## src/core_mem_pkg.sv

```systemverilog
package core_mem_pkg;

    // ==================================================
    // Widths and depths
    // ==================================================
    localparam int gbus_data_w  = 32;
    localparam int gbus_addr_w  = 12;   // Bit 11 picks the cache

    localparam int wmem_depth   = 256;
    localparam int wmem_addr_w  = 8;

    localparam int cache_depth  = 128;
    localparam int cache_addr_w = 7;

    localparam int lbuf_depth   = 16;
    localparam int lbuf_addr_w  = 4;    // Index only, wrap bit sits on top
    localparam int alert_depth  = 3;    // Free slots left when almost_full rises

    // ==================================================
    // Core address, two decodes of one word
    // ==================================================
    typedef struct packed {
        logic                   region;     // 0 for WMEM
        logic [2:0]             unused;
        logic [wmem_addr_w-1:0] idx;
    } wmem_addr_t;

    typedef struct packed {
        logic                    region;    // 1 for KV cache
        logic [3:0]              unused;
        logic [cache_addr_w-1:0] idx;
    } cache_addr_t;

    typedef union packed {
        wmem_addr_t  wmem;
        cache_addr_t cache;
    } core_addr_u;

    // ==================================================
    // Channel bundles
    // ==================================================
    typedef struct packed {
        core_addr_u             addr;
        logic                   wen;
        logic [gbus_data_w-1:0] wdata;
        logic                   ren;
    } gbus_req_t;

    typedef struct packed {
        core_addr_u             waddr;      // Region bit ignored on writes
        logic                   wen;
        logic [gbus_data_w-1:0] wdata;
        core_addr_u             raddr;
        logic                   ren;
    } cmem_req_t;

    typedef struct packed {
        logic [gbus_data_w-1:0] rdata;
        logic                   rvalid;
    } mem_rd_t;

    typedef struct packed {
        logic [gbus_data_w-1:0] data;
        logic                   valid;
    } beat_t;

    typedef struct packed {
        logic empty;
        logic reuse_empty;
        logic full;
        logic almost_full;
    } lbuf_status_t;

endpackage

```

## src/read_return.sv

```systemverilog
`timescale 1ns/1ps

module read_return (
    input  logic                      clk,
    input  logic                      rstn,
    input  logic                      gbus_ren,
    input  logic                      gbus_region,
    input  logic                      cmem_ren,
    input  logic                      cmem_region,
    input  core_mem_pkg::mem_rd_t     wmem_rd,
    input  core_mem_pkg::mem_rd_t     cache_rd,
    input  logic                      clink_enable,
    input  core_mem_pkg::beat_t       clink_in,
    output core_mem_pkg::beat_t       gbus_rd,
    output core_mem_pkg::beat_t       clink_out,
    output core_mem_pkg::beat_t       lbuf_push
);

    logic                                 gbus_ren_q;
    logic                                 gbus_region_q;
    logic                                 cmem_ren_q;
    logic                                 cmem_region_q;
    logic [core_mem_pkg::gbus_data_w-1:0] nbr_data_q;
    logic                                 nbr_valid_q;

    core_mem_pkg::mem_rd_t                gbus_src;
    core_mem_pkg::mem_rd_t                cmem_src;
    logic                                 cmem_beat;
    logic                                 relay_valid;
    logic [core_mem_pkg::gbus_data_w-1:0] relay_data;

    // ==================================================
    // Strobe and region pipeline
    // ==================================================
    always_ff @(posedge clk or negedge rstn) begin
        if (!rstn) begin
            gbus_ren_q    <= 1'b0;
            gbus_region_q <= 1'b0;
            cmem_ren_q    <= 1'b0;
            cmem_region_q <= 1'b0;
            nbr_valid_q   <= 1'b0;
        end else begin
            gbus_ren_q    <= gbus_ren;
            gbus_region_q <= gbus_region;
            cmem_ren_q    <= cmem_ren;
            cmem_region_q <= cmem_region;
            nbr_valid_q   <= clink_in.valid;
        end
    end

    // Neighbor word
    always_ff @(posedge clk) begin
        if (clink_in.valid) begin
            nbr_data_q <= clink_in.data;
        end
    end

    // ==================================================
    // GBUS return
    // ==================================================
    assign gbus_src = gbus_region_q ? cache_rd : wmem_rd;
    assign gbus_rd  = '{data: gbus_src.rdata, valid: gbus_ren_q && gbus_src.rvalid};

    // ==================================================
    // CLINK relay and LBUF feed
    // ==================================================
    assign cmem_src  = cmem_region_q ? cache_rd : wmem_rd;
    assign cmem_beat = cmem_ren_q && cmem_src.rvalid;

    assign relay_valid = nbr_valid_q || cmem_beat;
    assign relay_data  = nbr_valid_q ? nbr_data_q : cmem_src.rdata;   // Neighbor first

    assign clink_out = '{data: relay_data, valid: clink_enable && relay_valid};
    assign lbuf_push = '{data: relay_data, valid: relay_valid};          // Not gated

    // Neighbor word would hide the memory beat on the relay
    a_no_beat_overlap: assert property (
        @(posedge clk) disable iff (!rstn) !(nbr_valid_q && cmem_ren_q)
    ) else $error("read_return: neighbor beat and CMEM beat in one cycle");

endmodule

```

## config.mk

```make
export PLATFORM = sky130hd
export DESIGN_NAME = read_return
export DESIGN_NICKNAME = d
export VERILOG_FILES = /design/src/core_mem_pkg.sv /design/src/read_return.sv
export SDC_FILE = /design/constraint.sdc
export NUM_CORES = 1
export LEC_CHECK = 0
export BUFFER_PORTS_ARGS = -buffer_cell sky130_fd_sc_hd__buf_2
export CORE_ASPECT_RATIO = 0.6
export CORE_MARGIN = 2
export CORE_UTILIZATION = 40
export DETAILED_ROUTE_END_ITERATION = 12
export GPL_TIMING_DRIVEN = 0
export PLACE_DENSITY = 0.86
export SYNTH_ARGS = -nofsm -noshare
export SYNTH_HDL_FRONTEND = slang
export SYNTH_SLANG_ARGS = --single-unit
```

## constraint.sdc

```tcl
create_clock -name clk -period 3.1 [get_ports clk]
set_clock_uncertainty 0.2 [all_clocks]
set_input_delay 0.155 -clock clk [delete_from_list [all_inputs] [get_ports clk]]
set_output_delay 0.155 -clock clk [all_outputs]
set_load 0.03 [all_outputs]
```

==> results.md <==
* RePlAce Congestion at roughly 0.73
* RSZ-0062 raised after global routing: no
* Via count at between 2,000 and 3,000
* Nets at 574
* Post-route insts no fill at approximately 550
* Mapped Nets at approximately 330
* Crit share post-route at 0.669
* H-tree depth at 2
* Mean post-synth cell area at about 11 um2
* Flip-flop and latch count after synthesis at 37
* Most frequent cells in the layout: 209 x buf_2, 38 x dlygate4sd3_1, 33 x mux2i_1, 33 x buf_4
* Worst path cell trace: buf_2 -> buf_2 -> nand2_1 -> o21ai_1 -> buf_4 -> buf_2
* Crit end category: output port
* Clk pin slew, worst setup/hold paths at ~0.08 ns
* Final Setup Violations at 0
* Hold Path Stages at 1
* Worst Hold Class: input pin to flop
* Initial Utilization at 0.410
* CP arrival at 1.72 ns
* Die W at 105 um
* FILL cells at between 400 and 500
* Max-slew violations at 0
* Status: complete, no violations
* Routed WL at between 8000 and 9000 um
* Leakage at around 0.0021 uW
* DRT iter0 DRCs at 86
* Fin Hold WS at ~0.20 ns
* Actual slew at the worst max-slew pin at 0.785 ns
* PortBufs at 204
* Worst path bufs/invs at 4
* Mapped cell area at between 2000 and 2500 um2
* WHS Endpoint: nbr_valid_q
* CP top delay family: buffers and inverters
* Final Hold Vio Count at 0
* Max_cap viols at 0
* DRC at 0
* CTS Buffer Depth at 2
* First-pass GRT wire length at roughly 12,000 um
* PostCTS Resize Cnt at 0
* CTS Buf Count at 5
* Register area share after synthesis at 0.439
* TritonCTS clock tree: built
* CP dominant cell by count: buf_2
* Total grt overflow at 0
* Post-route ant nets at 0
* Post-CTS setup buffers at 0
* Post-Synthesis Cells at approximately 220
* Hpwl dp at approximately 5800 um
* I/O Pins at a little over 200
* Max-Slew Margin vs Limit at 0.476
* Max IR drop VDD at between 0.2 and 0.3 mV
* Slowest Stage Delay on Critical Path at between 0.3 and 0.4 ns
* Initial antenna violation count at 0
* Total GRT Usage at 0.223
* Routed length per placed instance at approximately 15 um
* Die Height at around 65 um
* Worst EP required at between 2 and 3 ns
* Minimum clock period at 2.07 ns
* Largest net degree at the start of global routing at 34
* Hold_buf cts at 38
* CP max stage cell: dfrtp_1
* Drt pass-1 iters at 4
* Vias/cell at around 4.7
* Fraction of layout cells with a size suffix above 1 at 0.618
* CP Launch Type: flop
* Total power at 1670 uW
* Clk sink count at 37
* Min-delay src: clink_in[0]
* Commonest non-fill, non-tap cell in the layout: buf_2
* Number of diodes at 0
* Fmax at about 480 MHz
* Setup TNS at 0 ns
* Yosys warnings at 0
* Crit-path max FO at 10
* Number of global-route vias before repair at 2,600
* DP Cell Count at 507
* CTS root buf: clkbuf_8
* Area Growth Syn to Fin at 65.1%
* Core Region at 6030 um2
* Pwr dens at 409 nW/um2
* Worst setup path class: flop to output port
* Site row count at 22
* Total die area at 6840 um2
* Yosys cell types at 17
==> stage by stage <==
stage          worst slack (ns)  utilization  instance area [um2]
6_report                   1.03        0.677                 4080
5_1_grt                   0.887        0.677                 4080
4_1_cts                    1.03        0.677                 4080
3_5_place_dp               1.34        0.597                 3600
3_3_place_gp               1.35        0.597                 3600
2_1_floorplan              1.12            -                 2470
==> area by class of cell <==
cell class | count | area [um2] | share of cell area
Sequential cell | 37 | 1090 | 0.266
Tap cell | 84 | 105 | 0.0258
Clock buffer | 7 | 96.3 | 0.0236
Clock inverter | 1 | 5.00 | 0.00123
Timing Repair Buffer | 242 | 1400 | 0.344
Buffer | 48 | 370 | 0.0908
Multi-Input combinational cell | 134 | 1010 | 0.249
==> worst max-delay path by stage <==
stage,end,startpoint,cells after the start
3_5_place_dp,lbuf_push[15],nbr_valid_q,6
3_3_place_gp,lbuf_push[3],nbr_valid_q,6
6_report,lbuf_push[26],nbr_valid_q,6
5_1_grt,lbuf_push[3],nbr_valid_q,6
2_1_floorplan,lbuf_push[31],cmem_region_q,4
4_1_cts,lbuf_push[15],nbr_valid_q,6
==> kinds of logic (layout without fill, tap and decap cells) <==
kind of cell,count (synthesis),count (layout),share of synthesized area
DFF,37,37,0.439
and+or+nand+nor,34,34,0.0537
muxes,66,66,0.286
buffers and inverters,48,298,0.150
AOI/OAI and AO/OA,34,34,0.0714
==> per-layer routing <==
metal	routed length [um]	global-route usage	vias to the layer above
met5	0	0	-
met4	59	0.0450	0
met3	566	0.0533	8
met2	4250	0.437	115
met1	3200	0.248	1225
li1	-	-	1245
==> power by group <==
group,internal (uW),switching (uW)
sequential,583,10.6
clock,201,170
combinational,283,421
==> sequential cells by signal, indices dropped and copies added (netlist names) <==
name	count
cmem_region_q	1
cmem_ren_q	1
gbus_region_q	1
gbus_ren_q	1
nbr_data_q	32
nbr_valid_q	1
==> synthesized netlist by cell type <==
master,number,share of area
nor2b_1,1,0.0025
clkbuf_1,2,0.0030
nand2_1,32,0.049
edfxtp_1,32,0.39
buf_4,33,0.10
o21ai_1,30,0.061
a21o_1,1,0.0030
o21ai_0,2,0.0041
mux2i_1,33,0.13
and2_1,1,0.0025
mux2_1,1,0.0046
buf_6,8,0.036
mux2_4,1,0.0061
dfrtp_1,5,0.051
buf_2,5,0.010
mux2_2,31,0.14
a22o_1,1,0.0035
(Power assumes the default switching activity.)
