==> config.mk <==
export PLATFORM = sky130hd
export DESIGN_NAME = lbuf_fifo
export DESIGN_NICKNAME = d
export VERILOG_FILES = /design/src/core_mem_pkg.sv /design/src/lbuf_fifo.sv
export SDC_FILE = /design/constraint.sdc
export NUM_CORES = 1
export LEC_CHECK = 0
export ABC_AREA = 0
export BUFFER_PORTS_ARGS = -buffer_cell sky130_fd_sc_hd__buf_2
export CORE_AREA = 2 2 270 166
export DETAILED_ROUTE_END_ITERATION = 10
export DIE_AREA = 0 0 272 168
export PLACE_DENSITY_LB_ADDON = 0.15
export SLEW_MARGIN = 20
export SYNTH_ARGS = -nofsm -noshare
export SYNTH_HDL_FRONTEND = slang
export SYNTH_SLANG_ARGS = --single-unit
==> constraint.sdc <==
create_clock -name clk -period 6.7 [get_ports clk]
set_input_delay 0 -clock clk [delete_from_list [all_inputs] [get_ports clk]]
set_output_delay 0 -clock clk [all_outputs]
set_load 0.1 [all_outputs]
==> src/core_mem_pkg.sv <==
package core_mem_pkg;

    // ==================================================
    // Widths and depths
    // ==================================================
    localparam int gbus_data_w  = 32;
    localparam int gbus_addr_w  = 12;   // Bit 11 picks the cache

    localparam int wmem_depth   = 256;
    localparam int wmem_addr_w  = 8;

    localparam int cache_depth  = 128;
    localparam int cache_addr_w = 7;

    localparam int lbuf_depth   = 16;
    localparam int lbuf_addr_w  = 4;    // Index only, wrap bit sits on top
    localparam int alert_depth  = 3;    // Free slots left when almost_full rises

    // ==================================================
    // Core address, two decodes of one word
    // ==================================================
    typedef struct packed {
        logic                   region;     // 0 for WMEM
        logic [2:0]             unused;
        logic [wmem_addr_w-1:0] idx;
    } wmem_addr_t;

    typedef struct packed {
        logic                    region;    // 1 for KV cache
        logic [3:0]              unused;
        logic [cache_addr_w-1:0] idx;
    } cache_addr_t;

    typedef union packed {
        wmem_addr_t  wmem;
        cache_addr_t cache;
    } core_addr_u;

    // ==================================================
    // Channel bundles
    // ==================================================
    typedef struct packed {
        core_addr_u             addr;
        logic                   wen;
        logic [gbus_data_w-1:0] wdata;
        logic                   ren;
    } gbus_req_t;

    typedef struct packed {
        core_addr_u             waddr;      // Region bit ignored on writes
        logic                   wen;
        logic [gbus_data_w-1:0] wdata;
        core_addr_u             raddr;
        logic                   ren;
    } cmem_req_t;

    typedef struct packed {
        logic [gbus_data_w-1:0] rdata;
        logic                   rvalid;
    } mem_rd_t;

    typedef struct packed {
        logic [gbus_data_w-1:0] data;
        logic                   valid;
    } beat_t;

    typedef struct packed {
        logic empty;
        logic reuse_empty;
        logic full;
        logic almost_full;
    } lbuf_status_t;

endpackage

==> src/lbuf_fifo.sv <==
`timescale 1ns/1ps

module lbuf_fifo (
    input  logic                          clk,
    input  logic                          rstn,
    input  core_mem_pkg::beat_t           push,
    input  logic                          ren,
    input  logic                          reuse_ren,
    input  logic                          reuse_rst,
    output core_mem_pkg::beat_t           rd,
    output core_mem_pkg::lbuf_status_t    stat
);

    logic [core_mem_pkg::gbus_data_w-1:0] mem [core_mem_pkg::lbuf_depth];

    // Pointers carry one wrap bit above the index
    logic [core_mem_pkg::lbuf_addr_w:0]   wptr;
    logic [core_mem_pkg::lbuf_addr_w:0]   rptr;
    logic [core_mem_pkg::lbuf_addr_w:0]   uptr;
    logic [core_mem_pkg::lbuf_addr_w:0]   occupancy;
    logic [core_mem_pkg::lbuf_addr_w-1:0] rd_idx;

    logic                                 empty;
    logic                                 reuse_empty;
    logic                                 full;
    logic                                 almost_full;

    logic                                 do_push;
    logic                                 do_read;
    logic                                 do_reuse;

    logic [core_mem_pkg::gbus_data_w-1:0] rd_data_q;
    logic                                 rd_valid_q;

    // ==================================================
    // Status
    // ==================================================
    assign occupancy   = wptr - rptr;
    assign empty       = (wptr == rptr);
    assign reuse_empty = (uptr == wptr);
    assign full        = (wptr[core_mem_pkg::lbuf_addr_w] != rptr[core_mem_pkg::lbuf_addr_w])
                      && (wptr[core_mem_pkg::lbuf_addr_w-1:0]
                          == rptr[core_mem_pkg::lbuf_addr_w-1:0]);
    assign almost_full = occupancy >= (core_mem_pkg::lbuf_depth - core_mem_pkg::alert_depth);

    assign stat = '{empty: empty, reuse_empty: reuse_empty, full: full,
                    almost_full: almost_full};

    assign do_push  = push.valid && !full;              // Overflow beat is lost
    assign do_read  = ren && !empty;
    assign do_reuse = reuse_ren && !reuse_empty;

    // ==================================================
    // Pointers
    // ==================================================
    always_ff @(posedge clk or negedge rstn) begin
        if (!rstn) begin
            wptr <= '0;
            rptr <= '0;
            uptr <= '0;
        end else begin
            if (do_push) begin
                wptr <= wptr + 1'b1;
            end
            if (do_read) begin
                rptr <= rptr + 1'b1;
            end
            // Rewind for another pass over the activations
            if (reuse_rst) begin
                uptr <= rptr;
            end else if (do_read || do_reuse) begin
                uptr <= uptr + 1'b1;
            end
        end
    end

    // ==================================================
    // Storage and read port
    // ==================================================
    always_ff @(posedge clk) begin
        if (do_push) begin
            mem[wptr[core_mem_pkg::lbuf_addr_w-1:0]] <= push.data;
        end
    end

    assign rd_idx = reuse_ren ? uptr[core_mem_pkg::lbuf_addr_w-1:0]
                              : rptr[core_mem_pkg::lbuf_addr_w-1:0];

    always_ff @(posedge clk) begin
        if (do_read || do_reuse) begin
            rd_data_q <= mem[rd_idx];
        end
    end

    always_ff @(posedge clk or negedge rstn) begin
        if (!rstn) begin
            rd_valid_q <= 1'b0;
        end else begin
            rd_valid_q <= do_read || do_reuse;
        end
    end

    assign rd = '{data: rd_data_q, valid: rd_valid_q};

    // One read pointer drives the port per cycle
    a_one_reader: assert property (
        @(posedge clk) disable iff (!rstn) !(ren && reuse_ren)
    ) else $error("lbuf_fifo: normal and reuse read together");

endmodule

==> flow_summary.yaml <==
placement:
  hpwl_mm: 22.7
  io_buffers: 74
  dpl_cell_area_um2: 22500
  gp_congestion: 0.780
global_route:
  antenna_found_initial: 0
  globalRouteOverflowTotal: 0
  grt_max_degree: 129
  grt_pass1_wl_mm: 67.9
  track_usage_pct: 20.3
  grt_pass1_vias: 10354
worst_setup_path:
  reg2reg_depth: 6
  crit_type: "register to register"
  worstPathRequired_ns: 6.90
  path_max_fanout: 22
  critPathSlowestCell: "dfrtp_1"
  cpPeakStageDelay_ns: 0.67
  cp-end-kind: "register"
  r2r_start: "wptr[2]"
  crit_family: "simple AND/OR/NAND/NOR gates"
  cp_cell_sequence: "ha_1 > nand4_1 > o21a_1 > nand3b_1 > nor2_4 > buf_4"
  start_kind: "register"
  r2r-end: "mem[11][6]"
  worst-r2r-setup-slack_ns: 3.35
  critical_path.n_buffers_inverters: 1
  cp.arrival_ns: 3.56
timing:
  slew_viol_final: 0
  skew_ns: 0.0121
  finalCriticalPeriod_ns: 3.35
  fin_tns_setup_ns: 0
  setup-violations-final: 0
  min_period_over_period_pct: 50.0
  fmax_ghz: 0.298
  relSlewSlack_pct: 29.2
  rsz0062_at_grt: "false"
  finalHoldViolations: 0
  tightest_slew_ns: 1.06
routing:
  detail-route-antenna-nets: 0
  post_drt_wl_per_cell_um: 26.3
  drt_iter0_markers: 1019
  vias: 10039
  routed_wl_mm: 45.4
  vias_per_cell: 5.82
  drcViolationCount: 0
  dr.pass1.iters: 7
hold_path:
  hold_end: "uptr[1]"
  hold_start: "reuse_ren"
  min_path_type: "input pin to register"
  hold_depth: 5
synthesis:
  ys_ff_latch: 560
  netlist_area_um2: 21400
  ys.flop_type: "edfxtp_1"
  async_flop_share_pct: 2.86
  yosysTopAreaCellShare_pct: 76.5
  synth_nets: 1018
  synth_area_per_cell_um2: 22.0
  synth_top_area_cell: "edfxtp_1"
  synth_common_cells: "edfxtp_1 (544), mux4_2 (128), a22oi_1 (66)"
  synth_edf_count: 544
  syn_inst: 969
  ys_seq_area_share_pct: 78.4
  synth_warnings: 0
  synth_area_leaders: "edfxtp_1 (77%), mux4_2 (14%), a22oi_1 (2.3%)"
  synth.distinct_cells: 39
  yosysMostFrequentCell: "edfxtp_1"
run:
  cap_violations: 0
run_status:
  status: "completed"
power:
  leakage_nw: 7.95
  power.switching_mw: 3.96
  irDropWorstVdd_mv: 0.327
  cell_internal_pwr_mw: 7.22
  p_seq_share_pct: 41.2
  p_per_area_nw_per_um2: 457
  combPwrFrac_pct: 33.9
  swShare_pct: 35.4
  p_clk_share_pct: 24.9
clocking:
  clkSlewWorstSetupHoldPaths_ns: 0.06
  cts_tree: "done"
  cts_buffers: 50
  htree_levels: 2
  clk_path_buf_depth: 3
  clock_sinks: 560
  clock-root-buffer: "clkbuf_16"
  cts_setup_buffers: 0
  clock_latency_ns: 0.57
floorplanning:
  rows: 60
  start_util_pct: 49.0
  coreArea_um2: 43600
  dieWidth_um: 272
  die_h_um: 168
  dieArea_um2: 45700
  pin_count: 75
layout:
  drive_gt1_share_pct: 28.0
  layout.nets: 1148
  syn_to_final_growth_pct: 14.6
  design_area_um2: 24500
  diodes: 0
cells in the final DEF, fill, tap and decap left out, types with 11 or more instances in the layout:
cell	Yosys	layout
edfxtp_1	544	544
mux4_2	128	128
buf_2	16	74
a22oi_1	66	66
clkbuf_16	0	53
nand2_1	40	40
dlygate4sd3_1	0	37
buf_4	8	18
dfrtp_1	16	16
inv_1	16	14
xnor2_1	14	14
clkinv_1	0	12
nor2_4	0	11
clkinv_2	0	11
cells by family after synthesis:
family | count (synthesis) | share of synthesized area [%]
flip-flops | 560 | 78.4
multiplexers | 134 | 13.8
AO/OA/AOI/OAI | 91 | 3.15
AND/OR/NAND/NOR | 89 | 1.93
buffers and inverters | 69 | 1.45
XOR/XNOR | 15 | 0.615
adder cells (fa/ha/maj) | 11 | 0.680
how the worst max path moves through the flow:
stage | slack, ns | to | from | depth (start not counted)
2_1_floorplan | 1.87 | mem[0][0] | rptr[2] | 6
3_3_place_gp | 3.46 | mem[13][13] | wptr[2] | 6
3_5_place_dp | 3.36 | mem[11][8] | wptr[2] | 6
4_1_cts | 3.35 | mem[11][3] | wptr[2] | 6
5_1_grt | 3.18 | mem[11][3] | wptr[2] | 6
6_report | 3.35 | mem[11][6] | wptr[2] | 6
worst reg2reg max path: stages, from the launching register on:
cell,delay (ns)
dfrtp_1,0.67
ha_1,0.36
nand4_1,0.22
o21a_1,0.33
nand3b_1,0.38
nor2_4,0.49
buf_4,0.52
per-stage QoR:
| stage | hold WS (ns) | total power, mW | instances | util (%) | setup WS (ns) |
|---|---|---|---|---|---|
| final | 0.121 | 11.2 | 1725 | 56.1 | 3.35 |
| after global routing | 0.190 | 11.7 | 1725 | 56.1 | 3.18 |
| after CTS | 0.0930 | 11.3 | 1725 | 56.1 | 3.35 |
| after detailed placement | -0.0500 | 8.50 | 1599 | 51.6 | 3.36 |
| after global placement | -0.0473 | 8.48 | 1599 | 51.6 | 3.46 |
| after floorplan | -0.296 | 7.53 | 969 | - | 1.87 |
state kept, by name (all words and copies together), names as in the netlist:
register,cells
mem,512
rd_data_q,32
rptr,5
uptr,5
wptr,5
rd_valid_q,1
metal layers:
layer	global-route usage, %	routed length [µm]	up-vias
met4	3.92	664	0
met3	3.44	2530	57
li1	-	-	4331
met2	30.5	20700	294
met1	32.0	21500	5357
met5	0	0	-
power groups by stage:
stage | registers, mW | logic (mW) | clock network (mW)
2_1_floorplan | 5.34 | 2.19 | 0
3_3_place_gp | 4.67 | 3.80 | 0
3_5_place_dp | 4.68 | 3.81 | 0
4_1_cts | 4.61 | 3.84 | 2.84
5_1_grt | 4.65 | 4.05 | 2.98
6_report | 4.61 | 3.79 | 2.78
area by class of cell:
| class | count | area (µm²) |
|---|---|---|
| Fill cell | 3271 | 19200 |
| Clock inverter | 29 | 215 |
| Multi-Input combinational cell | 340 | 4440 |
| Timing Repair Buffer | 131 | 916 |
| Tap cell | 589 | 737 |
| Inverter | 16 | 60.1 |
| Clock buffer | 60 | 1350 |
| Sequential cell | 560 | 16700 |
what timing repair did:
item,CTS,global route
hold endpoints to repair,541,0
hold buffers,37,0
resized for setup,0,0
Power figures use the tool's default switching activity.
